`config.mk`:
```
export PLATFORM = sky130hd
export DESIGN_NAME = mult_mulh
export DESIGN_NICKNAME = d
export VERILOG_FILES = /design/src/hw/mult_data_pkg.sv /design/src/hw/mult_op_pkg.sv /design/src/hw/mult_mulh.sv
export SDC_FILE = /design/constraint.sdc
export NUM_CORES = 1
export LEC_CHECK = 0
export BUFFER_PORTS_ARGS = -buffer_cell sky130_fd_sc_hd__buf_2
export CORE_MARGIN = 5
export CORE_UTILIZATION = 50
export CTS_CLUSTER_SIZE = 14
export DETAILED_ROUTE_END_ITERATION = 8
export GPL_TIMING_DRIVEN = 0
export PLACE_DENSITY = 0.69
export RECOVER_POWER = 25
export SYNTH_ARGS = -nofsm -noshare
export SYNTH_HDL_FRONTEND = slang
export SYNTH_SLANG_ARGS = --single-unit
```
`constraint.sdc`:
```
create_clock -name clk -period 32.5 [get_ports clk]
set_input_delay 9.75 -clock clk [delete_from_list [all_inputs] [get_ports clk]]
set_output_delay 9.75 -clock clk [all_outputs]
set_load 0.03 [all_outputs]
```
`src/hw/mult_data_pkg.sv`:
```
`default_nettype none

// width types shared by the whole datapath
package mult_data_pkg;

  ////////////////////////////////////////////////////////////////////
  // datapath words
  ////////////////////////////////////////////////////////////////////

  // operand and result word
  typedef logic [31:0] word_t;

  // running sum of the high-half MAC
  // 17x17 product plus 33-bit accumulator with carry
  typedef logic [33:0] wide_t;

  ////////////////////////////////////////////////////////////////////
  // subword lanes
  ////////////////////////////////////////////////////////////////////

  // halfword for 16-bit lanes and mulh partial products
  typedef logic [15:0] half_t;

  // 8-bit dot-product lane
  typedef logic [7:0] byte_t;

endpackage

`default_nettype wire

```
`src/hw/mult_op_pkg.sv`:
```
`default_nettype none

// operator codes and sequencer states
package mult_op_pkg;

  ////////////////////////////////////////////////////////////////////
  // request operator
  ////////////////////////////////////////////////////////////////////

  typedef enum logic [2:0] {
    OP_MAC   = 3'd0,
    OP_MSU   = 3'd1,
    OP_MULH  = 3'd2,
    OP_DOT8  = 3'd3,
    OP_DOT16 = 3'd4
  } mult_op_e;

  // signedness select
  // bit 0 marks operand a signed, bit 1 marks operand b signed
  // 2'b10 is not a legal mulh encoding
  typedef logic [1:0] sign_sel_t;

  ////////////////////////////////////////////////////////////////////
  // high-half sequencer
  ////////////////////////////////////////////////////////////////////

  typedef enum logic [2:0] {
    MH_IDLE   = 3'd0,
    MH_STEP0  = 3'd1,
    MH_STEP1  = 3'd2,
    MH_STEP2  = 3'd3,
    MH_FINISH = 3'd4
  } mulh_step_e;

endpackage

`default_nettype wire

```
`src/hw/mult_mulh.sv`:
```
`timescale 1ns/10ps
`default_nettype none

// high-half multiply over four 16x16 partial products
module mult_mulh
  import mult_data_pkg::*;
  import mult_op_pkg::*;
(
  input  wire       clk,
  input  wire       rst_n,
  input  wire       iss_valid_i,
  input  mult_op_e  iss_op_i,
  input  sign_sel_t iss_sign_i,
  input  word_t     iss_a_i,
  input  word_t     iss_b_i,
  input  wire       iss_take_i,
  output logic      mh_done_o,
  output word_t     mh_result_o
);

  mulh_step_e mh_state;
  mulh_step_e mh_next;

  // step controls
  logic hi_a;
  logic hi_b;
  logic sgn_a;
  logic sgn_b;
  logic use_acc;
  logic arith;
  logic shift16;
  logic acc_en;
  logic carry_save;
  logic carry_clear;

  // datapath
  half_t       half_a;
  half_t       half_b;
  logic [16:0] mh_op_a;
  logic [16:0] mh_op_b;
  wide_t       mh_prod;
  wide_t       mh_c;
  wide_t       mh_sum;
  wide_t       mh_shin;
  wide_t       mh_shout;
  logic [4:0]  mh_imm;
  word_t       acc_q;
  logic        carry_q;

  ////////////////////////////////////////////////////////////////////
  // partial product MAC
  ////////////////////////////////////////////////////////////////////

  assign half_a = hi_a ? iss_a_i[31:16] : iss_a_i[15:0];
  assign half_b = hi_b ? iss_b_i[31:16] : iss_b_i[15:0];

  // 17th bit is the sign only for a signed high half
  assign mh_op_a = {sgn_a & half_a[15], half_a};
  assign mh_op_b = {sgn_b & half_b[15], half_b};

  // signed 17x17, fits in 34 bits
  assign mh_prod = {{17{mh_op_a[16]}}, mh_op_a} * {{17{mh_op_b[16]}}, mh_op_b};

  // previous step plus saved carry, sign-extended from 33 bits
  assign mh_c   = use_acc ? {{2{carry_q}}, acc_q} : '0;
  assign mh_sum = mh_c + mh_prod;

  // upper two bits only survive an arithmetic shift
  assign mh_shin  = {arith & mh_sum[33], arith & mh_sum[32], mh_sum[31:0]};
  assign mh_imm   = shift16 ? 5'd16 : 5'd0;
  assign mh_shout = $signed(mh_shin) >>> mh_imm;

  assign mh_result_o = mh_shout[31:0];
  assign mh_done_o   = (mh_state == MH_FINISH);

  ////////////////////////////////////////////////////////////////////
  // step sequencer
  ////////////////////////////////////////////////////////////////////

  always_comb begin
    mh_next     = mh_state;
    hi_a        = 1'b0;
    hi_b        = 1'b0;
    sgn_a       = 1'b0;
    sgn_b       = 1'b0;
    use_acc     = 1'b1;
    arith       = 1'b0;
    shift16     = 1'b0;
    acc_en      = 1'b0;
    carry_save  = 1'b0;
    carry_clear = 1'b0;
    case (mh_state)
      MH_IDLE: begin
        use_acc = 1'b0;
        if (iss_valid_i && (iss_op_i == OP_MULH)) begin
          mh_next = MH_STEP0;
        end
      end
      MH_STEP0: begin
        // al*bl unsigned, never overflows
        use_acc = 1'b0;
        shift16 = 1'b1;
        acc_en  = 1'b1;
        mh_next = MH_STEP1;
      end
      MH_STEP1: begin
        // al*bh signed iff b is signed
        hi_b       = 1'b1;
        sgn_b      = iss_sign_i[1];
        arith      = 1'b1;
        acc_en     = 1'b1;
        carry_save = 1'b1;
        mh_next    = MH_STEP2;
      end
      MH_STEP2: begin
        // ah*bl signed iff a is signed
        // bits 33:32 shift back in, carry no longer needed
        hi_a        = 1'b1;
        sgn_a       = iss_sign_i[0];
        arith       = 1'b1;
        shift16     = 1'b1;
        acc_en      = 1'b1;
        carry_save  = 1'b1;
        carry_clear = 1'b1;
        mh_next     = MH_FINISH;
      end
      MH_FINISH: begin
        // ah*bh lands in the high word
        hi_a  = 1'b1;
        hi_b  = 1'b1;
        sgn_a = iss_sign_i[0];
        sgn_b = iss_sign_i[1];
        if (iss_take_i) begin
          mh_next = MH_IDLE;
        end
      end
      default: begin
        mh_next = MH_IDLE;
      end
    endcase
  end

  always_ff @(posedge clk or negedge rst_n) begin
    if (!rst_n) begin
      mh_state <= MH_IDLE;
      carry_q  <= 1'b0;
    end else begin
      mh_state <= mh_next;
      if (carry_save) begin
        carry_q <= ~carry_clear & mh_sum[32];
      end else if (iss_take_i) begin
        carry_q <= 1'b0;
      end
    end
  end

  // running sum between steps
  always_ff @(posedge clk) begin
    if (acc_en) begin
      acc_q <= mh_shout[31:0];
    end
  end

  // sequence runs only under a held mulh request
  a_mulh_held: assert property (@(posedge clk) disable iff (!rst_n)
    (mh_state != MH_IDLE) |-> (iss_valid_i && (iss_op_i == OP_MULH)));

endmodule

`default_nettype wire

```
==> results of run 1 <==
[cell usage after synthesis (all sizes together) (2+ instances only)]
library cell	instances	area, sq um
and2	24	150
o21ai	46	241
nand2	208	781
nor2b	5	31.3
o21bai	3	22.5
buf	23	129
a21o	6	45.0
o31ai	5	37.5
clkbuf	22	82.6
nand2b	12	75.1
nand3	7	40.0
ha	102	1280
a211oi	10	90.1
mux2i	30	300
dfrtp	4	100
and3	2	12.5
a31oi	4	31.3
xnor2	29	254
inv	436	1640
o211a	2	20.0
xor2	12	105
o211ai	3	22.5
nor2	132	495
mux2	30	338
or3	2	12.5
or2	4	25.0
fa	339	6790
o22ai	2	12.5
o21a	3	22.5
nor3	11	55.1
a21oi	27	139
edfxtp	32	961
[layer usage]
metal	share of wire (%)	vias up	track usage, %	wire length (microns)
met5	0	-	0	0
met4	3.4	0	7.19	1310
met3	7.0	71	4.12	2700
met2	45	410	38.9	17600
met1	44	5415	35.3	17200
li1	-	4910	-	-
[kinds of logic after synthesis]
family,Yosys count
XOR/XNOR,41
buffers and inverters,481
multiplexers,60
flip-flops,36
adder cells (fa/ha/maj),441
AO/OA/AOI/OAI,119
AND/OR/NAND/NOR,410
[critical path: stages]
cell      delay [ns]
buf_2           0.07
mux2_2          0.33
clkbuf_1        0.44
nand2_1         0.16
fa_1            0.56
inv_1           0.05
fa_1            0.49
inv_1           0.05
fa_1            0.54
inv_1           0.05
fa_1            0.45
fa_1            0.52
inv_1           0.06
fa_1            0.57
inv_1           0.07
ha_1            0.36
a211oi_1        0.26
nor2_1          0.13
o21ai_0         0.40
o21ai_0         0.18
nor3_1          0.30
o21ai_0         0.17
xnor2_1         0.38
o21ai_0         0.21
buf_2           0.22
[registers in the layout (all words and copies together), names as in the netlist]
register / flops
acc_q: 32
carry_q: 1
mh_state: 3
[layout by cell type (no fill, tap or decap), drive strengths merged, types with 5 or more instances in the layout]
master  Yosys  final
clkbuf     22     29
o31ai       5      5
xor2       12     12
o21ai      46     46
inv       436    436
buf        23    128
nand2b     12     12
nand2     208    208
nor3       11     11
nor2      132    132
and2       24     24
a21oi      27     27
nand3       7      7
mux2       30     30
fa        339    339
a21o        6      6
nor2b       5      5
a211oi     10     10
edfxtp     32     32
ha        102    102
xnor2      29     29
mux2i      30     30
[area by class of cell]
cell class | count | area [sq um] | share of cell area [%]
Buffer | 45 | 210 | 1.35
Clock buffer | 6 | 129 | 0.826
Clock inverter | 2 | 16.3 | 0.104
Inverter | 436 | 1640 | 10.5
Multi-Input combinational cell | 1071 | 11500 | 73.9
Sequential cell | 36 | 1060 | 6.80
Tap cell | 384 | 480 | 3.08
Timing Repair Buffer | 106 | 541 | 3.47
[per-stage QoR]
stage / setup slack [ns] / cell area, sq um / hold WS (ns)
after floorplan: 6.03 / 14400 / 0.482
after global placement: 5.01 / 15400 / 0.537
after detailed placement: 6.04 / 15500 / 0.538
after CTS: 6.00 / 15600 / 0.554
after global routing: 5.66 / 15600 / 0.602
final: 5.94 / 15600 / 0.559
[path summary, 6_finish.rpt]
path                                  start         endpoint  slack, ns
worst max-delay path             iss_b_i[8]  mh_result_o[14]       5.94
worst min-delay path                carry_q          carry_q       0.56
worst max register to register  mh_state[0]        acc_q[14]      23.43
worst min register to register      carry_q          carry_q       0.56
max in group asynchronous             rst_n      mh_state[0]      23.11
min in group asynchronous             rst_n      mh_state[2]       9.27
==> impl_metrics.py, run 1 <==
metrics = {
    "setup_path": {
        "critPathKind": "input port to output pin",
        "cp.arrival_ns": 16.81,
        "cp-end-kind": "output pin",
        "crit_path_max_fanout": 10,
        "start_kind": "input port",
        "reg2reg_depth": 27,
        "required_ns": 22.75,
    },
    "grt": {
        "grt_pass1_wl_microns": 63600,
        "grt_start_max_net_pins": 33,
        "grt_overflow": 0,
        "grt_pass1_vias": 11600,
        "grt.total_usage_pct": 24.6,
        "antenna_found_initial": 0,
    },
    "routing": {
        "routed_wl_microns": 38800,
        "post_drt_wl_per_cell_microns": 18.6,
        "detail_route.first_pass.iterations": 5,
        "drc": 0,
        "detail-route-antenna-nets": 0,
        "avgViaCountPerCell": 5.18,
        "drt_iter0_drc": 691,
        "vias": 10800,
    },
    "cts": {
        "clock_path_buffers": 2,
        "clock_latency_ns": 0.28,
        "cts.htree.levels": 2,
        "cts_setup_buffers": 0,
        "cts_hold_buffers": 0,
        "numCtsBuffers": 5,
        "cts_resized": 0,
        "cts_tree": "built",
        "cts_num_sinks": 36,
        "clockRootBuffer": "clkbuf_16",
        "clk_pin_slew_ns": 0.06,
    },
    "synthesis": {
        "synthSimpleGateAreaFrac_pct": 11.8,
        "synth-adder-area-share_pct": 55.9,
        "ys_types": 51,
        "yosysWarnings": 0,
        "synth_cells": 1588,
        "muxShareOfSynthArea_pct": 4.42,
        "synthArstFlopShare_pct": 11.1,
        "synth_fp_nets": 2102,
        "avgSynthCellArea_sq_um": 9.09,
        "netlist_area_sq_um": 14400,
        "synth_seq_cells": 36,
        "synthFlopType": "edfxtp_1",
        "synth_top_family_by_area": "adder cells",
        "synth_edf_count": 32,
        "yosysSeqAreaShare_pct": 7.35,
        "synth_xor_xnor_area_share_pct": 2.49,
        "synth_compound_area_share_pct": 5.26,
    },
    "timing": {
        "worstMarginPinSlew_ns": 2.71,
        "rsz0062_at_grt": "false",
        "max_freq_mhz": 37.7,
        "setup_viol": 0,
        "fin_worst_skew_ns": 0.00326,
        "final.period_utilization_pct": 81.7,
        "slew_headroom_pct": -81.5,
        "finalHoldViolations": 0,
        "final.setup.tns_ns": 0,
        "period_minus_slack_ns": 26.56,
        "report.final.slew_viol_count": 33,
    },
    "placed_design": {
        "hpwlAfterDp_microns": 35300,
        "port-buffer-count": 105,
        "dp.cells": 2078,
        "place_congestion": 0.966,
    },
    "worst_hold_path": {
        "whs_path_depth": 2,
        "hold_class": "register to register",
    },
    "flow_run": {
        "cap_violations": 1,
    },
    "floorplanning": {
        "boundaryPins": 106,
        "die_w_microns": 180,
        "die_h_microns": 180,
        "fp.coreArea_sq_um": 28600,
        "die_area_sq_um": 32400,
        "rows": 62,
        "initial_core_util_pct": 50.4,
    },
    "run_status": {
        "status": "complete, but fails checks",
        "violations": "max-capacitance violations, max-slew violations",
    },
    "layout": {
        "final_cells": 2086,
        "nNetsFinal": 2215,
        "fillCellCount": 2629,
        "insertedDiodeCount": 0,
        "synthToLayoutAreaGrowth_pct": 8.09,
        "fin_util_pct": 54.5,
        "drive_above_1_share_pct": 10.6,
    },
}
Power of run 1 is not shown: default switching activity piles up to over one toggle a cycle in this logic, so the estimate is an artifact.
==> inputs of run 2 (changes only) <==
--- a/config.mk
+++ b/config.mk
@@ -11,7 +11,7 @@
 export CTS_CLUSTER_SIZE = 14
 export DETAILED_ROUTE_END_ITERATION = 8
 export GPL_TIMING_DRIVEN = 0
-export PLACE_DENSITY = 0.69
+export PLACE_DENSITY = 0.72
 export RECOVER_POWER = 25
 export SYNTH_ARGS = -nofsm -noshare
 export SYNTH_HDL_FRONTEND = slang
==> constraint.sdc (replaced) <==
create_clock -name clk -period 22.4 [get_ports clk]
set_input_delay 6.72 -clock clk [delete_from_list [all_inputs] [get_ports clk]]
set_output_delay 6.72 -clock clk [all_outputs]
set_load 0.03 [all_outputs]
==> run 2 against run 1 <==
Effect of this change: critical path type unchanged; setup slack got worse by 4.2 ns; non-clock buffer count stayed put; the flow still finishes with violations (max-capacitance violations, max-slew violations); wire length decreased by 0.54%; register-to-register slack worse by 10 ns; critical path depth fell by 3; flip-flop and latch count unchanged; cell area increased by 0.14%; clock skew is 0.0020 ns higher; first-iteration DRC count grew 0.72%.
==> impl_metrics.py, run 2 (synthesis gave the netlist of run 1 again) <==
metrics = {
    "setup_path": {
        "required_ns": 15.68,
        "path_cells": "buf_2 > mux2i_1 > clkbuf_1 > nor2_1 > fa_1 > fa_1 > fa_1 > fa_1 > fa_1 > inv_1 > fa_1 > inv_1 > ha_1 > nand2_1 > or3_1 > o21ai_2 > a211oi_2 > xnor2_1 > nand3_2 > buf_6 > o21ai_0 > buf_2",
        "critPathKind": "input port to output pin",
        "cp_slowest_cell": "mux2i_1",
        "crit_buf_inv": 6,
        "cp-end-kind": "output pin",
        "crit_path_max_fanout": 10,
        "cp_top_family": "adder cells",
        "start_kind": "input port",
        "cpMostUsedCell": "fa_1",
        "slowest_delay_ns": 0.73,
        "cp.arrival_ns": 13.92,
    },
    "floorplanning": {
        "die_w_microns": 180,
        "rows": 62,
        "die_area_sq_um": 32400,
        "boundaryPins": 106,
        "initial_core_util_pct": 50.4,
        "die_h_microns": 180,
        "fp.coreArea_sq_um": 28600,
    },
    "layout": {
        "largest_register": "acc_q",
        "layout_commonest_cell": "inv_1",
        "insertedDiodeCount": 0,
        "synthToLayoutAreaGrowth_pct": 8.25,
        "fin_util_pct": 54.6,
        "final_cell_mix": "inv_1 (436), fa_1 (339), nand2_1 (208)",
        "nNetsFinal": 2215,
        "largest_reg_flops": 32,
        "final_area_sq_um": 15600,
        "reg_top3": "acc_q (32), mh_state (3), carry_q (1)",
        "drive_above_1_share_pct": 10.6,
    },
    "timing": {
        "worstMarginPinSlew_ns": 2.66,
        "finalHoldViolations": 0,
        "final.period_utilization_pct": 92.1,
        "period_minus_slack_ns": 20.64,
        "report.final.slew_viol_count": 33,
        "setup_viol": 0,
        "max_freq_mhz": 48.5,
        "rsz0062_at_grt": "false",
        "slew_headroom_pct": -78.2,
        "fin_worst_skew_ns": 0.00530,
        "worst_slack_ns": 1.76,
        "final.setup.tns_ns": 0,
    },
    "placed_design": {
        "dp_slack_ns": 1.84,
        "port-buffer-count": 105,
        "hpwlAfterDp_microns": 34900,
        "place_area_sq_um": 15500,
        "place_congestion": 0.986,
    },
    "routing": {
        "vias": 10800,
        "detail_route.first_pass.iterations": 5,
        "drc": 0,
        "avgViaCountPerCell": 5.15,
        "drt_iter0_drc": 696,
        "detail-route-antenna-nets": 0,
        "post_drt_wl_per_cell_microns": 18.5,
        "routed_wl_microns": 38600,
    },
    "cts": {
        "clock_path_buffers": 2,
        "cts.htree.levels": 2,
        "clk_pin_slew_ns": 0.06,
        "clockRootBuffer": "clkbuf_16",
        "cts_hold_buffers": 0,
        "clock_latency_ns": 0.28,
        "cts_resized": 0,
        "cts_num_sinks": 36,
        "cts_tree": "built",
        "numCtsBuffers": 5,
        "cts_setup_buffers": 0,
    },
    "run_status": {
        "violations": "max-capacitance violations, max-slew violations",
        "status": "complete, but fails checks",
    },
    "grt": {
        "antenna_found_initial": 0,
        "grt_pass1_wl_microns": 62900,
        "grt_overflow": 0,
        "grt_start_max_net_pins": 33,
        "grt_pass1_vias": 11500,
        "grt.total_usage_pct": 24.4,
    },
    "worst_hold_path": {
        "hold_class": "register to register",
    },
    "flow_run": {
        "cap_violations": 1,
    },
}
[run 2: cell count changes in the layout (fill, tap and decap cells not counted), sizes merged]
cell,before,now
bufinv,0,1
clkbuf,29,28
[run 2: worst paths after layout]
path | slack [ns] | start | to | cells after the start
max | 1.76 | iss_b_i[31] | mh_result_o[20] | 22
min in group asynchronous | 6.23 | rst_n | mh_state[0] | 1
min | 0.55 | carry_q | carry_q | 2
max reg2reg | 13.37 | mh_state[1] | acc_q[20] | 30
max in group asynchronous | 16.05 | rst_n | mh_state[2] | 1
min reg2reg | 0.55 | carry_q | carry_q | 2
[run 2: through the flow]
step | instances | hold slack (ns)
2_1_floorplan | 1588 | 0.482
5_1_grt | 2086 | 0.602
6_report | 2086 | 0.553
4_1_cts | 2086 | 0.557
3_5_place_dp | 2078 | 0.542
3_3_place_gp | 2077 | 0.534
[run 2: final cells by class]
class,instances,area (sq um)
well taps,384,480
inverters,436,1640
multi-input cells,1071,11500
plain buffers,45,210
flip-flops and latches,36,1060
clock inverters,3,42.5
fillers,2610,13000
repair buffers,106,541
clock buffers,5,125
[run 2: per-layer routing]
| metal | track usage (%) | share of wire [%] | vias up |
|---|---|---|---|
| met4 | 7.13 | 3.5 | 0 |
| met1 | 35.4 | 44 | 5307 |
| met5 | 0 | 0 | - |
| met3 | 3.82 | 7.8 | 70 |
| met2 | 38.4 | 45 | 462 |
| li1 | - | - | 4911 |
[run 2: worst register-to-register path, delay by kind of cell, from the launching register on]
kind            cells  cell delay, ns
flops               1            0.33
fa+ha+maj           7            3.35
buf+inv            10            1.68
simple gates        5            0.65
xor+xnor            1            0.30
mux                 1            0.79
compound gates      6            1.66
Power of run 2 is left out for the same reason.
==> inputs of run 3 (changes only) <==
--- a/config.mk
+++ b/config.mk
@@ -8,11 +8,11 @@
 export BUFFER_PORTS_ARGS = -buffer_cell sky130_fd_sc_hd__buf_2
 export CORE_MARGIN = 5
 export CORE_UTILIZATION = 50
+export CTS_CLUSTER_DIAMETER = 60
 export CTS_CLUSTER_SIZE = 14
 export DETAILED_ROUTE_END_ITERATION = 8
 export GPL_TIMING_DRIVEN = 0
 export PLACE_DENSITY = 0.72
-export RECOVER_POWER = 25
 export SYNTH_ARGS = -nofsm -noshare
 export SYNTH_HDL_FRONTEND = slang
 export SYNTH_SLANG_ARGS = --single-unit
==> constraint.sdc (replaced) <==
create_clock -name clk -period 22.4 [get_ports clk]
set_input_delay 6.72 -clock clk [delete_from_list [all_inputs] [get_ports clk]]
set_output_delay 6.72 -clock clk [all_outputs]
set_load 0.005 [all_outputs]
==> run 3 against run 2 <==
Effect of this change: clock skew shrank 0.0013 ns; clock-buffer cell count stayed put; the run now ends clean; fmax grew 0.48%; via count about the same; final cell count unchanged; critical endpoint is now mh_result_o[14]; critical path depth unchanged; non-clock buffer count did not move; largest cell class unchanged; sequential share of layout area about the same.
==> impl_metrics.py, run 3 (synthesis gave the netlist of run 1 again) <==
metrics = {
    "run_status": {
        "status": "finished clean",
    },
    "setup_path": {
        "start_kind": "input port",
        "required_ns": 15.68,
        "critPathKind": "input port to output pin",
        "cp-end-kind": "output pin",
        "crit_path_max_fanout": 10,
        "cp.arrival_ns": 13.82,
    },
    "cts": {
        "clock_path_buffers": 2,
        "cts.htree.levels": 2,
        "cts_tree": "built",
        "cts_hold_buffers": 0,
        "cts_num_sinks": 36,
        "numCtsBuffers": 5,
        "clockRootBuffer": "clkbuf_16",
        "cts_resized": 0,
        "clock_latency_ns": 0.28,
        "clk_pin_slew_ns": 0.06,
        "cts_setup_buffers": 0,
    },
    "routing": {
        "avgViaCountPerCell": 5.15,
        "vias": 10700,
        "detail_route.first_pass.iterations": 5,
        "drt_iter0_drc": 721,
        "detail-route-antenna-nets": 0,
        "post_drt_wl_per_cell_microns": 18.5,
        "routed_wl_microns": 38600,
        "drc": 0,
    },
    "placed_design": {
        "dp.cells": 2078,
        "port-buffer-count": 105,
        "place_congestion": 0.986,
        "hpwlAfterDp_microns": 34900,
    },
    "grt": {
        "grt_overflow": 0,
        "grt_pass1_wl_microns": 62900,
        "antenna_found_initial": 0,
        "grt_start_max_net_pins": 33,
        "grt_pass1_vias": 11500,
        "grt.total_usage_pct": 24.4,
    },
    "timing": {
        "rsz0062_at_grt": "false",
        "finalHoldViolations": 0,
        "period_minus_slack_ns": 20.54,
        "final.period_utilization_pct": 91.7,
        "fin_worst_skew_ns": 0.00401,
        "slew_headroom_pct": 18.3,
        "max_freq_mhz": 48.7,
        "setup_viol": 0,
        "worstMarginPinSlew_ns": 1.19,
        "final.setup.tns_ns": 0,
        "report.final.slew_viol_count": 0,
    },
    "worst_hold_path": {
        "hold_class": "register to register",
    },
    "layout": {
        "nNetsFinal": 2215,
        "synthToLayoutAreaGrowth_pct": 8.31,
        "final_cell_mix": "inv_1 (436), fa_1 (339), nand2_1 (208)",
        "final_cells": 2086,
        "fin_util_pct": 54.6,
        "largest_register": "acc_q",
        "largest_reg_flops": 32,
        "insertedDiodeCount": 0,
        "layout_commonest_cell": "inv_1",
        "drive_above_1_share_pct": 10.8,
        "reg_top3": "acc_q (32), mh_state (3), carry_q (1)",
    },
    "floorplanning": {
        "die_h_microns": 180,
        "die_area_sq_um": 32400,
        "initial_core_util_pct": 50.4,
        "fp.coreArea_sq_um": 28600,
        "boundaryPins": 106,
        "die_w_microns": 180,
        "rows": 62,
    },
    "flow_run": {
        "cap_violations": 0,
    },
}
## run 3: path summary, 6_finish.rpt
| path | from | endpoint | slack, ns | cells past startpoint |
|---|---|---|---|---|
| min in group asynchronous | rst_n | mh_state[0] | 6.23 | 1 |
| min | carry_q | carry_q | 0.55 | 2 |
| max in group asynchronous | rst_n | mh_state[2] | 16.05 | 1 |
| max reg2reg | mh_state[0] | acc_q[20] | 13.39 | 28 |
| min reg2reg | carry_q | carry_q | 0.55 | 2 |
| max | iss_b_i[31] | mh_result_o[14] | 1.86 | 22 |
## run 3: through the flow
step	setup WS, ns	instance area (sq um)	hold slack [ns]
6_report	1.86	15600	0.553
4_1_cts	1.86	15600	0.557
3_5_place_dp	1.92	15500	0.542
5_1_grt	1.55	15600	0.602
2_1_floorplan	2.49	14400	0.482
3_3_place_gp	0.982	15400	0.534
## run 3: layer usage
metal	part of all wire (%)	vias up	track usage, %
li1	-	4908	-
met4	3.8	0	7.13
met3	7.5	81	3.82
met1	44	5307	35.4
met2	45	453	38.4
met5	0	-	0
## run 3: area by class of cell
| class | count | area (sq um) |
|---|---|---|
| repair buffers | 106 | 541 |
| plain buffers | 45 | 211 |
| clock buffers | 5 | 125 |
| clock inverters | 3 | 42.5 |
| well taps | 384 | 480 |
| fillers | 2607 | 13000 |
| flip-flops and latches | 36 | 1060 |
| multi-input cells | 1071 | 11500 |
| inverters | 436 | 1640 |
## run 3: worst max-delay path: stages
cell	delay [ns]
buf_2	0.11
mux2i_1	0.72
clkbuf_1	0.57
nor2_1	0.14
fa_1	0.58
fa_1	0.46
fa_1	0.54
fa_1	0.48
fa_1	0.51
inv_1	0.05
fa_1	0.50
inv_1	0.05
ha_1	0.36
a211oi_1	0.24
nand2_1	0.07
o21ai_0	0.39
o21ai_0	0.18
nor3_1	0.25
o21ai_0	0.16
xnor2_1	0.34
o21ai_0	0.21
buf_2	0.18
Power of run 3 is left out for the same reason.
